## config.mk

```make
export PLATFORM = sky130hd
export DESIGN_NAME = bundle_top
export DESIGN_NICKNAME = d
export VERILOG_FILES = /design/src/design/bundle_ctrl_pkg.sv /design/src/design/hdc_pkg.sv /design/src/design/bundle_top.sv /design/src/design/bundle_buffer.sv /design/src/design/bundle_fsm.sv /design/src/design/batch_counter.sv /design/src/design/vote_counter.sv
export SDC_FILE = /design/constraint.sdc
export NUM_CORES = 2
export LEC_CHECK = 0
export BUFFER_PORTS_ARGS = -buffer_cell sky130_fd_sc_hd__buf_2
export CORE_ASPECT_RATIO = 0.6
export CORE_MARGIN = 2
export CORE_UTILIZATION = 30
export CTS_BUF_LIST = sky130_fd_sc_hd__clkbuf_8
export DETAILED_ROUTE_END_ITERATION = 12
export PLACE_DENSITY_LB_ADDON = 0.15
export SLEW_MARGIN = 25
export SYNTH_ARGS = -nofsm -noshare
export SYNTH_HDL_FRONTEND = slang
export SYNTH_HIERARCHICAL = 1
export SYNTH_SLANG_ARGS = --single-unit
```

## constraint.sdc

```tcl
create_clock -name clk -period 8.5 [get_ports clk]
set_input_delay 0.425 -clock clk [delete_from_list [all_inputs] [get_ports clk]]
set_output_delay 0.425 -clock clk [all_outputs]
set_load 0.005 [all_outputs]
```

## src/design/bundle_ctrl_pkg.sv

```systemverilog
package bundle_ctrl_pkg;

    // sample count width, 1 to 255 samples per bundle
    localparam int COUNT_W = 8;

    // sample count mod core count
    localparam int REM_W = 2;

    // bundling sequence
    typedef enum logic [1:0] {
        IDLE,
        ACCUM,
        FINISH
    } bundle_state_t;

    // controller to buffer strobes and qualifiers
    typedef struct packed {
        // load counters with tie vote or zero
        logic             clear;
        // tie vote applies on clear
        logic             even;
        // add one batch of votes
        logic             update;
        // current batch is the final one
        logic             last;
        // cores below this count are valid on the last batch
        logic [REM_W-1:0] remainder;
        // register the sign vector
        logic             capture;
    } bundle_ctrl_t;

endpackage

```

## src/design/hdc_pkg.sv

```systemverilog
package hdc_pkg;

    // hypervector width in bits
    localparam int DIM = 64;

    // encoding cores delivering one vector each per batch
    localparam int NUM_CORES = 4;

    // signed vote counter width
    // 255 samples plus the tie vote still fit
    localparam int CNT_W = 10;

    // one binary hypervector
    typedef logic [DIM-1:0] hv_t;

    // one batch from all cores, core0 in the low bits
    typedef struct packed {
        hv_t core3;
        hv_t core2;
        hv_t core1;
        hv_t core0;
    } core_batch_t;

    // bit k set means core k is left out of the vote
    typedef logic [NUM_CORES-1:0] core_mask_t;

endpackage
```

## src/design/bundle_top.sv

```systemverilog
module bundle_top
    import hdc_pkg::*;
    import bundle_ctrl_pkg::*;
(
    input  logic               clk,
    input  logic               rst_n,
    input  logic               start,
    input  logic [COUNT_W-1:0] sample_count,
    input  hv_t                tie_hv,
    input  logic               batch_v,
    input  core_batch_t        batch,
    output logic               busy,
    output logic               hv_v,
    output hv_t                hv
);

    bundle_ctrl_t     ctrl;
    logic             last;
    logic [REM_W-1:0] remainder;

    // sequencing and strobe gating
    bundle_fsm u_fsm (
        .clk          (clk),
        .rst_n        (rst_n),
        .start        (start),
        .sample_count (sample_count),
        .batch_v      (batch_v),
        .last         (last),
        .remainder    (remainder),
        .ctrl         (ctrl),
        .busy         (busy),
        .hv_v         (hv_v)
    );

    // loads with the counters, steps with each accepted batch
    batch_counter u_batch_cnt (
        .clk          (clk),
        .rst_n        (rst_n),
        .load         (ctrl.clear),
        .sample_count (sample_count),
        .step         (ctrl.update),
        .last         (last),
        .remainder    (remainder)
    );

    // vote counters and result register
    bundle_buffer u_buffer (
        .clk    (clk),
        .rst_n  (rst_n),
        .ctrl   (ctrl),
        .tie_hv (tie_hv),
        .batch  (batch),
        .hv     (hv)
    );

endmodule

```

## src/design/bundle_buffer.sv

```systemverilog
module bundle_buffer
    import hdc_pkg::*;
    import bundle_ctrl_pkg::*;
(
    input  logic         clk,
    input  logic         rst_n,
    input  bundle_ctrl_t ctrl,
    input  hv_t          tie_hv,
    input  core_batch_t  batch,
    output hv_t          hv
);

    // live sign of every dimension
    hv_t        sign_vec;
    core_mask_t ignore;

    // on a partial last batch, cores at or above the remainder drop out
    always_comb begin
        for (int k = 0; k < NUM_CORES; k++) begin
            ignore[k] = ctrl.last && (ctrl.remainder != '0)
                        && (int'(ctrl.remainder) <= k);
        end
    end

    // one counter per dimension
    for (genvar i = 0; i < DIM; i++) begin : g_dim
        logic [NUM_CORES-1:0] votes;

        // bit i of each core, core0 lowest
        assign votes = {batch.core3[i], batch.core2[i], batch.core1[i], batch.core0[i]};

        vote_counter u_vote (
            .clk       (clk),
            .rst_n     (rst_n),
            .clear     (ctrl.clear),
            .init_vote (tie_hv[i]),
            .tie_en    (ctrl.even),
            .update    (ctrl.update),
            .votes     (votes),
            .ignore    (ignore),
            .sign_bit  (sign_vec[i])
        );
    end

    // result held until the next capture
    always_ff @(posedge clk) begin
        if (!rst_n) begin
            hv <= '0;
        end else if (ctrl.capture) begin
            hv <= sign_vec;
        end
    end

    // counters are idle while the signs are taken
    a_stable_on_capture: assert property (
        @(posedge clk) disable iff (!rst_n)
        ctrl.capture |-> !ctrl.update && !ctrl.clear
    ) else $error("counters moving during capture");

endmodule

```

## src/design/bundle_fsm.sv

```systemverilog
module bundle_fsm
    import bundle_ctrl_pkg::*;
(
    input  logic               clk,
    input  logic               rst_n,
    input  logic               start,
    input  logic [COUNT_W-1:0] sample_count,
    input  logic               batch_v,
    input  logic               last,
    input  logic [REM_W-1:0]   remainder,
    output bundle_ctrl_t       ctrl,
    output logic               busy,
    output logic               hv_v
);

    bundle_state_t state;
    bundle_state_t state_nxt;

    // strobes only count in their own state
    logic start_ok;
    logic batch_ok;

    assign start_ok = start && (state == IDLE);
    assign batch_ok = batch_v && (state == ACCUM);

    always_comb begin
        state_nxt = state;
        case (state)
            IDLE: begin
                if (start_ok) begin
                    state_nxt = ACCUM;
                end
            end
            ACCUM: begin
                // final batch goes straight to capture
                if (batch_ok && last) begin
                    state_nxt = FINISH;
                end
            end
            FINISH: begin
                state_nxt = IDLE;
            end
            default: begin
                state_nxt = IDLE;
            end
        endcase
    end

    always_ff @(posedge clk) begin
        if (!rst_n) begin
            state <= IDLE;
        end else begin
            state <= state_nxt;
        end
    end

    // control word towards the buffer
    always_comb begin
        ctrl.clear     = start_ok;
        // odd count never ties, so no extra vote
        ctrl.even      = ~sample_count[0];
        ctrl.update    = batch_ok;
        ctrl.last      = last;
        ctrl.remainder = remainder;
        ctrl.capture   = (state == FINISH);
    end

    assign busy = (state != IDLE);

    // result pulse lines up with the hv register update
    always_ff @(posedge clk) begin
        if (!rst_n) begin
            hv_v <= 1'b0;
        end else begin
            hv_v <= ctrl.capture;
        end
    end

    // batch counter is drained once the result is taken
    a_drained_on_capture: assert property (
        @(posedge clk) disable iff (!rst_n)
        ctrl.capture |-> !last
    ) else $error("batches still left at capture");

endmodule

```

## src/design/batch_counter.sv

```systemverilog
module batch_counter
    import hdc_pkg::*;
    import bundle_ctrl_pkg::*;
(
    input  logic               clk,
    input  logic               rst_n,
    input  logic               load,
    input  logic [COUNT_W-1:0] sample_count,
    input  logic               step,
    output logic               last,
    output logic [REM_W-1:0]   remainder
);

    // batches still expected in this bundle
    logic [COUNT_W-1:0] batches_left;

    // ceiling of sample_count over core count
    logic [COUNT_W-1:0] batch_total;
    logic [REM_W-1:0]   rem_in;

    always_comb begin
        rem_in      = REM_W'(sample_count % NUM_CORES);
        batch_total = COUNT_W'(sample_count / NUM_CORES);
        // partial batch counts as one more
        if (rem_in != '0) begin
            batch_total = batch_total + 1'b1;
        end
    end

    always_ff @(posedge clk) begin
        if (!rst_n) begin
            batches_left <= '0;
            remainder    <= '0;
        end else if (load) begin
            batches_left <= batch_total;
            remainder    <= rem_in;
        end else if (step) begin
            batches_left <= batches_left - 1'b1;
        end
    end

    // one batch to go means the next one is final
    assign last = (batches_left == COUNT_W'(1));

    // controller must stop stepping once the count runs out
    a_no_underflow: assert property (
        @(posedge clk) disable iff (!rst_n)
        step && !load |-> batches_left != '0
    ) else $error("batch step with no batches left");

endmodule

```

## src/design/vote_counter.sv

```systemverilog
module vote_counter
    import hdc_pkg::*;
(
    input  logic                 clk,
    input  logic                 rst_n,
    input  logic                 clear,
    input  logic                 init_vote,
    input  logic                 tie_en,
    input  logic                 update,
    input  logic [NUM_CORES-1:0] votes,
    input  core_mask_t           ignore,
    output logic                 sign_bit
);

    logic signed [CNT_W-1:0] cnt;
    logic signed [CNT_W-1:0] delta;
    // one extra bit to see a wrap
    logic signed [CNT_W:0]   sum_wide;

    // net vote of this batch, +1 per one bit and -1 per zero bit
    always_comb begin
        int net;
        net = 0;
        for (int k = 0; k < NUM_CORES; k++) begin
            if (!ignore[k]) begin
                net = votes[k] ? net + 1 : net - 1;
            end
        end
        delta = CNT_W'(net);
    end

    assign sum_wide = {cnt[CNT_W-1], cnt} + {delta[CNT_W-1], delta};

    always_ff @(posedge clk) begin
        if (!rst_n) begin
            cnt <= '0;
        end else if (clear) begin
            // tie vote only when the count is even
            if (tie_en) begin
                cnt <= init_vote ? CNT_W'(1) : CNT_W'(-1);
            end else begin
                cnt <= '0;
            end
        end else if (update) begin
            cnt <= sum_wide[CNT_W-1:0];
        end
    end

    // strictly positive votes give a one
    assign sign_bit = (cnt > 0);

    // sample count limit keeps the sum in range
    a_no_overflow: assert property (
        @(posedge clk) disable iff (!rst_n)
        update && !clear |-> sum_wide[CNT_W] == sum_wide[CNT_W-1]
    ) else $error("vote counter overflow");

endmodule

```

# After elaboration in Yosys (flattened, before gate mapping)
# Index checks and enable logic that the tools add are counted.
[totals] ff_bits=717 in_bits=332 output_inout_bits=66 wordCells=1378
[classes] add_sub_neg=450 order_cmp=67 n_eq_ne=5 mux=774 reduce_logical=13
[ops] op="$mux 10" count=768
[ops] op="$add 10x2->10 const B" count=192
[ops] op="$sub 10x2->10 const B" count=192
[ops] op="$add 10x10->10" count=64
[ops] op="$gt 10x1->1 const B" count=64
[ops] op="$mux 8" count=3
[ops] op="$eq 8x1->1 const B" count=1
[ops] op="$reduce_bool 2->1" count=4
[ops] op="$sub 8x1->8 const B" count=1
[ops] op="$add 6x1->7 const B" count=1
[ops] op="$logic_and 1x1->1" count=7
[ops] op="$le 2x1->1 const B" count=2
[ops] op="$mux 2" count=2
[ops] op="$pmux 2 s2" count=1
[ops] op="$eq 2x1->1 const B" count=1
[ops] op="$eq 2x2->1 const B" count=1
[ops] op="$le 2x2->1 const B" count=1
[ops] op="$logic_not 2->1" count=1
[ops] op="$ne 2x1->1 const B" count=1
[ops] op="$ne 2x2->1 const B" count=1
[ops] op="$reduce_and 2->1" count=1

# Logic depth before layout (Yosys ltp)
[logic_depth] depth_word=16 mapped_depth=30 mapped_depth_nobuf=28

# By module
# Netlist, hierarchy kept.
[modules_own_cells] module="vote_counter at u_buffer.g_dim[0].u_vote ..." instances=25 cells_each=217 area_per_inst_um2=1667.8 seq_area_each_um2=200.2
[modules_own_cells] module="vote_counter at u_buffer.g_dim[21].u_vote ..." instances=22 cells_each=225 area_per_inst_um2=1767.9 seq_area_each_um2=200.2
[modules_own_cells] module="vote_counter at u_buffer.g_dim[55].u_vote ..." instances=13 cells_each=202 area_per_inst_um2=1641.6 seq_area_each_um2=200.2
[modules_own_cells] module="bundle_buffer" instances=1 cells_each=212 area_per_inst_um2=2484.9 seq_area_each_um2=1281.2
[modules_own_cells] module="vote_counter at u_buffer.g_dim[54].u_vote" instances=1 cells_each=227 area_per_inst_um2=1727.9 seq_area_each_um2=200.2
[modules_own_cells] module="vote_counter at u_buffer.g_dim[38].u_vote" instances=1 cells_each=227 area_per_inst_um2=1721.7 seq_area_each_um2=200.2
[modules_own_cells] module="vote_counter at u_buffer.g_dim[26].u_vote" instances=1 cells_each=220 area_per_inst_um2=1662.8 seq_area_each_um2=200.2
[modules_own_cells] module="vote_counter at u_buffer.g_dim[9].u_vote" instances=1 cells_each=204 area_per_inst_um2=1649.1 seq_area_each_um2=200.2
[modules_own_cells] module="batch_counter" instances=1 cells_each=70 area_per_inst_um2=638.1 seq_area_each_um2=200.2
[modules_own_cells] module="bundle_fsm" instances=1 cells_each=21 area_per_inst_um2=172.7 seq_area_each_um2=60.1

# Least setup slack after synthesis
# No wires, ideal clock.
[synth_path] path_type="register to register" start="reg u_batch_cnt.batches_left[3]" end="reg u_buffer.g_dim[38].u_vote.cnt[9]" setup_time_ns=0.098 t_arrival_ns=8.473 required_ns=8.402 setup_slack_ns=-0.071 stages_incl_launch_ff=21 path_buffers=1 synth_period_minus_slack_ns=8.571 cell_sequence="dfxtp_1 > or4_4 > nor4b_1 > buf_4 > and2_1 > xnor3_2 > inv_1 > fa_1 > nor2b_1 > o21ai_0 > a21oi_1 > o21ai_0 > a21boi_0 > o31ai_1 > ha_1 > or4_1 > o22ai_1 > o21ai_0 > and3_2 > or4b_1 > o211ai_1"
[synth_via] word_cells_on_any_way=21 cone_classes="add/sub (7); eq/ne (1); mux (9); reduce/logical (4)"
[synth_rtl] element="start, declared" line="batch_counter.sv:15" source="logic [COUNT_W-1:0] batches_left;"
[synth_rtl] element="start signal, assigned" line="batch_counter.sv:35" source="batches_left <= batch_total;"
[synth_rtl] element="start signal, assigned" line="batch_counter.sv:38" source="batches_left <= batches_left - 1'b1;"
[synth_rtl] element="$eq 8x1->1 *" line="batch_counter.sv:43" source="assign last = (batches_left == COUNT_W'(1));"
[synth_rtl] element="net last" line="bundle_top.sv:18" source="logic last;"
[synth_rtl] element="$logic_and 1x1->1 *" line="bundle_buffer.sv:20" source="ignore[k] = ctrl.last && (ctrl.remainder != '0)"
[synth_rtl] element="$logic_and 1x1->1 *" line="bundle_buffer.sv:21" source="&& (int'(ctrl.remainder) <= k);"
[synth_rtl] element="net u_buffer.ignore[2]" line="bundle_buffer.sv:15" source="core_mask_t ignore;"
[synth_rtl] element="$mux 10 *" line="vote_counter.sv:25" source="if (!ignore[k]) begin"
[synth_rtl] element="$sub 10x2->10 or $add 10x2->10 (tied branches)" line="vote_counter.sv:26" source="net = votes[k] ? net + 1 : net - 1;"
[synth_rtl] element="$mux 10" line="vote_counter.sv:26"
[synth_rtl] element="$mux 10 *" line="vote_counter.sv:25"
[synth_rtl] element="$add 10x10->10 *" line="vote_counter.sv:32" source="assign sum_wide = {cnt[CNT_W-1], cnt} + {delta[CNT_W-1], delta};"
[synth_rtl] element="$mux 10 *" line="vote_counter.sv:44" source="end else if (update) begin"
[synth_rtl] element="$mux 10 *" line="vote_counter.sv:37" source="end else if (clear) begin"
[synth_rtl] element="end signal, assigned" line="vote_counter.sv:40" source="cnt <= init_vote ? CNT_W'(1) : CNT_W'(-1);"
[synth_rtl] element="end signal, assigned" line="vote_counter.sv:45" source="cnt <= sum_wide[CNT_W-1:0];"
[synth_rtl] element="end, declared" line="vote_counter.sv:15" source="logic signed [CNT_W-1:0] cnt;"
# Mark *: on every way through the listed nets, which the timed path passes. The rest lies on a longest branch. The select of a mux whose other input is x is not followed.
# A chain may end at the register's enable or synchronous reset.

# Final worst setup path
[layout_path] start="reg u_batch_cnt.batches_left[3]" end="reg u_buffer.g_dim[12].u_vote.cnt[9]"
[layout_via] word_cells_on_any_way=21 cone_classes="add/sub (7); eq/ne (1); mux (9); reduce/logical (4)"
[layout_rtl] element="$eq 8x1->1 *" line="batch_counter.sv:43"
[layout_rtl] element="net last" line="bundle_top.sv:18"
[layout_rtl] element="$logic_and 1x1->1 *" line="bundle_buffer.sv:20"
[layout_rtl] element="$logic_and 1x1->1 *" line="bundle_buffer.sv:21"
[layout_rtl] element="net u_buffer.ignore[1]" line="bundle_buffer.sv:15"
[layout_rtl] element="$mux 10 *" line="vote_counter.sv:25"
[layout_rtl] element="$sub 10x2->10 or $add 10x2->10 (tied branches)" line="vote_counter.sv:26"
[layout_rtl] element="$mux 10" line="vote_counter.sv:26"
[layout_rtl] element="$mux 10 *" line="vote_counter.sv:25"
[layout_rtl] element="$sub 10x2->10 or $add 10x2->10 (tied branches)" line="vote_counter.sv:26"
[layout_rtl] element="$mux 10" line="vote_counter.sv:26"
[layout_rtl] element="$mux 10 *" line="vote_counter.sv:25"
[layout_rtl] element="$add 10x10->10 *" line="vote_counter.sv:32"
[layout_rtl] element="$mux 10 *" line="vote_counter.sv:44"
[layout_rtl] element="$mux 10 *" line="vote_counter.sv:37"
[layout_rtl] element="end signal, assigned" line="vote_counter.sv:40"
[layout_rtl] element="end signal, assigned" line="vote_counter.sv:45"
[layout_rtl] element="end, declared" line="vote_counter.sv:15"
# Marked as above.

==> summary.txt <==
STA
  • Final setup viols: 0
  • Maximum clock rate: 125 MHz
  • Unrepaired setup endpoints after global routing: false
  • Endpoints failing hold: 0
  • Worst slew margin: 33.5%
  • Final worst slack: 511 ps
  • Max-slew violation count: 0
  • Clk_skew: 96.5 ps
  • Setup TNS: 0 ps
  • Hold_ws: 71.3 ps
  • Final min period: 7990 ps
  • Worst-Margin Slew: 993 ps
  • Final worst-path cycle share: 94.0%

Finish
  • Layout cells sized above 1: 8.74%
  • Register Area: 14400 um^2
  • Area Growth Syn to Fin: 11.5%
  • Multi-input logic area: 92000 um^2
  • Final core occ: 33.6%
  • Fillcell total: 39300
  • Nets: 16800
  • Post-route cell area: 125000 um^2

Worst setup path
  • Critical Path Max Stage Delay: 780 ps
  • Critical Path End Type: flop
  • CP Buf/Inv Count: 4
  • Crit-path leading delay family: compound AO/OA/AOI/OAI gates
  • Startpoint Class: flop
  • Worst setup path class: reg2reg
  • Crit Path Max Fanout: 48
  • Worst endpoint required time: 9310 ps
  • CP max stage cell: nor4b_1
  • Critical Path AT: 8800 ps

Placement
  • Port-buffer cells: 397
  • Placed cell areas: 120000 um^2
  • GP Congestion: 0.817
  • DP Wirelength: 251 mm
  • Post-place setup slack: 896 ps

Clocking
  • Sink Count: 717
  • CTS Buf Count: 162
  • Post-cts resize count: 0
  • CTS tree: yes
  • Post-CTS Setup Inserts: 0
  • Clk slew on worst S/H paths: 60 ps
  • Htree depth: 4
  • Max clock buf depth: 4
  • Root Buffer: clkbuf_8
  • Cts hold-fix bufs: 110
  • Clk_lat worst skew: 950 ps

Pwr
  • Clock power share: 15.9%
  • PD cells: 222 nW/um^2
  • Sequential Power Share: 16.8%
  • Net Sw Frac: 45.8%
  • Pleak: 55.7 nW
  • Sw power: 12.7 mW
  • Cell Int Power: 15.0 mW
  • Comb pwr share: 67.3%
  • Worst vdd ir: 117 uV

Route
  • Initial DRC count: 6239
  • Post-Route WL: 327 mm
  • DR pass1 iterations: 6
  • Vias: 100000
  • Vias per cell: 5.05
  • Routed Antenna Nets: 0
  • DRC: 0
  • Wire length per cell: 16.5 um

Logic synthesis
  • Async S/R FF share, synth: 0%
  • Seq/Total Area, Yosys: 12.8%
  • Ys Warns: 6
  • Post-synth EDFFs: 0
  • Post-Synth Adder-Cell Area: 21.9%
  • XOR/XNOR Fraction of Synth Area: 9.34%
  • Synth Area per Inst: 7.90 um^2
  • Seq cells post-synth: 717
  • Syn Std Cell Area: 112000 um^2
  • Syn Inst Count: 14200
  • Compound-Gate Fraction of Synth Area: 30.0%
  • Simple logic cell fraction of the synthesized area: 15.4%
  • Post-synth top flop: dfxtp_1
  • Main combinational cell family by area after synthesis: compound AO/OA/AOI/OAI gates
  • Mux cell area share after synthesis: 4.17%
  • Unique masters post-synth: 85

Floorplanning
  • Row count: 173
  • Initial Utilization: 30.2%
  • Core Region: 371000 um^2
  • I/O pin count: 398
  • Die width: 793 um
  • Chip height: 477 um
  • Die area: 378000 um^2

Global route
  • Vias in the first global route: 93000
  • Initial antenna violation count: 45
  • Total track usage: 16.8%
  • First-pass GRT wire length: 527 mm
  • Total global routing overflow: 0
  • Largest net degree at the start of global routing: 130

Flow run
  • MaxCap Viol Count: 0

Worst hold path
  • Class of the worst hold path: in2reg

Status
  • Status: finished, final reports clean
[worst reg2reg max path: stages (launching register included)]
cell and delay, ps:
dfxtp_1 340, or4_4 540, nor4b_1 780, nand2_1 210, nor2_4 190, buf_12 310, buf_12 340, buf_4 450
o21ai_0 230, fa_1 490, fa_1 430, o21a_1 190, ha_1 320, nor2b_1 140, o21ai_0 210, a21oi_1 140
o21ai_0 220, a21oi_1 130, o31ai_1 350, ha_1 350, a21oi_1 170, o21a_1 160, o21ai_0 140, xnor2_1 210
xnor2_1 140, a21oi_1 80, dlygate4sd3_1 590
[per-stage QoR]
| step | std cells | power (mW) |
|---|---|---|
| after floorplan | 14600 | 19.5 |
| after global placement | 19500 | 23.3 |
| after detailed placement | 19500 | 23.1 |
| after CTS | 19900 | 27.9 |
| after global routing | 19900 | 30.8 |
| final | 19900 | 27.7 |
[power by group through the flow]
stage	Combinational [mW]	Clock, mW	Sequential (mW)
2_1_floorplan	15.1	0	4.48
3_3_place_gp	18.5	0	4.75
3_5_place_dp	18.4	0	4.72
4_1_cts	18.6	4.68	4.65
5_1_grt	21.2	4.79	4.75
6_report	18.7	4.40	4.66
[final timing paths]
check | start | to | slack [ps] | cells after the start
setup reg to reg | u_batch_cnt/batches_left[3]$_SDFFE_PN0P_ | u_buffer/g_dim[12].u_vote/cnt[9]$_SDFFE_PN0P_ | 510 | 26
hold reg to reg | u_buffer/hv[54]$_SDFFE_PN0P_ | u_buffer/hv[54]$_SDFFE_PN0P_ | 510 | 2
setup / recovery | u_batch_cnt/batches_left[3]$_SDFFE_PN0P_ | u_buffer/g_dim[12].u_vote/cnt[9]$_SDFFE_PN0P_ | 510 | 26
hold / removal | tie_hv[25] | u_buffer/g_dim[25].u_vote/cnt[1]$_SDFFE_PN0P_ | 70 | 4
[Yosys cell counts (115+ instances only)]
cell type | instances | share of area [%]
o21ai_0 | 1486 | 6.6
ha_1 | 1347 | 15
a21oi_1 | 1312 | 5.9
inv_1 | 1140 | 3.8
nand2_1 | 990 | 3.3
nor2_1 | 777 | 2.6
dfxtp_1 | 717 | 13
xnor2_1 | 607 | 4.7
o21a_1 | 507 | 3.4
xor2_1 | 417 | 3.3
fa_1 | 384 | 6.9
clkbuf_1 | 372 | 1.2
o311a_1 | 320 | 2.9
nor3_1 | 272 | 1.2
a21o_1 | 234 | 1.6
mux2i_1 | 231 | 2.1
nor2b_1 | 200 | 1.1
mux2_2 | 195 | 2.0
and3_1 | 162 | 0.90
o31ai_1 | 154 | 1.0
o211ai_1 | 150 | 1.0
o211a_1 | 145 | 1.3
and2_1 | 140 | 0.78
o21bai_1 | 140 | 0.94
buf_1 | 115 | 0.39
[cells in the final DEF (no fill, tap or decap), types with 139 or more instances in the layout]
| master | netlist | layout |
|---|---|---|
| mux2_2 | 195 | 195 |
| fa_1 | 384 | 384 |
| xor2_1 | 417 | 417 |
| mux2i_1 | 231 | 231 |
| nor3_1 | 272 | 272 |
| inv_1 | 1140 | 1175 |
| o211a_1 | 145 | 145 |
| clkbuf_8 | 0 | 202 |
| o311a_1 | 320 | 320 |
| dfxtp_1 | 717 | 717 |
| o21ai_0 | 1486 | 1486 |
| a21oi_1 | 1312 | 1312 |
| o21a_1 | 507 | 506 |
| nor2_1 | 777 | 775 |
| and2_1 | 140 | 139 |
| xnor2_1 | 607 | 607 |
| nor2b_1 | 200 | 199 |
| o21bai_1 | 140 | 140 |
| and3_1 | 162 | 162 |
| conb_1 | 1 | 384 |
| a21o_1 | 234 | 234 |
| o211ai_1 | 150 | 150 |
| buf_2 | 43 | 396 |
| nand2_1 | 990 | 990 |
| ha_1 | 1347 | 1347 |
| o31ai_1 | 154 | 154 |
[sequential cells by signal, summed over array words and instances, names as in the netlist]
register,cells
u_fsm/hv_v,1
u_batch_cnt/batches_left,8
u_fsm/state,2
u_buffer/g_dim.u_vote/cnt,640
u_batch_cnt/remainder,2
u_buffer/hv,64
[routing by layer]
| metal | part of all wire [%] | track usage [%] | vias up | wire length (um) |
|---|---|---|---|---|
| li1 | - | - | 52400 | - |
| met1 | 56 | 27.3 | 46000 | 185000 |
| met2 | 38 | 23.1 | 1565 | 125000 |
| met3 | 3.6 | 1.95 | 309 | 11900 |
| met4 | 1.6 | 3.17 | 12 | 5310 |
| met5 | 0.025 | 0 | - | 81 |
[cells by family after synthesis]
| group | after synthesis |
|---|---|
| buf+inv | 1751 |
| flops | 717 |
| simple gates | 3360 |
| compound gates | 5094 |
| other cells | 1 |
| mux | 440 |
| xor+xnor | 1088 |
| fa+ha+maj | 1731 |
[cell type report]
| class | count | area share, % |
|---|---|---|
| Sequential cell | 717 | 11.5 |
| Timing Repair Buffer | 640 | 3.64 |
| Clock inverter | 77 | 0.480 |
| Tap cell | 4987 | 5.00 |
| Antenna cell | 12 | 0.0241 |
| Clock buffer | 202 | 2.23 |
| Multi-Input combinational cell | 12100 | 73.7 |
| Inverter | 1140 | 3.43 |
Note: power is estimated with default switching activity, not from simulation.
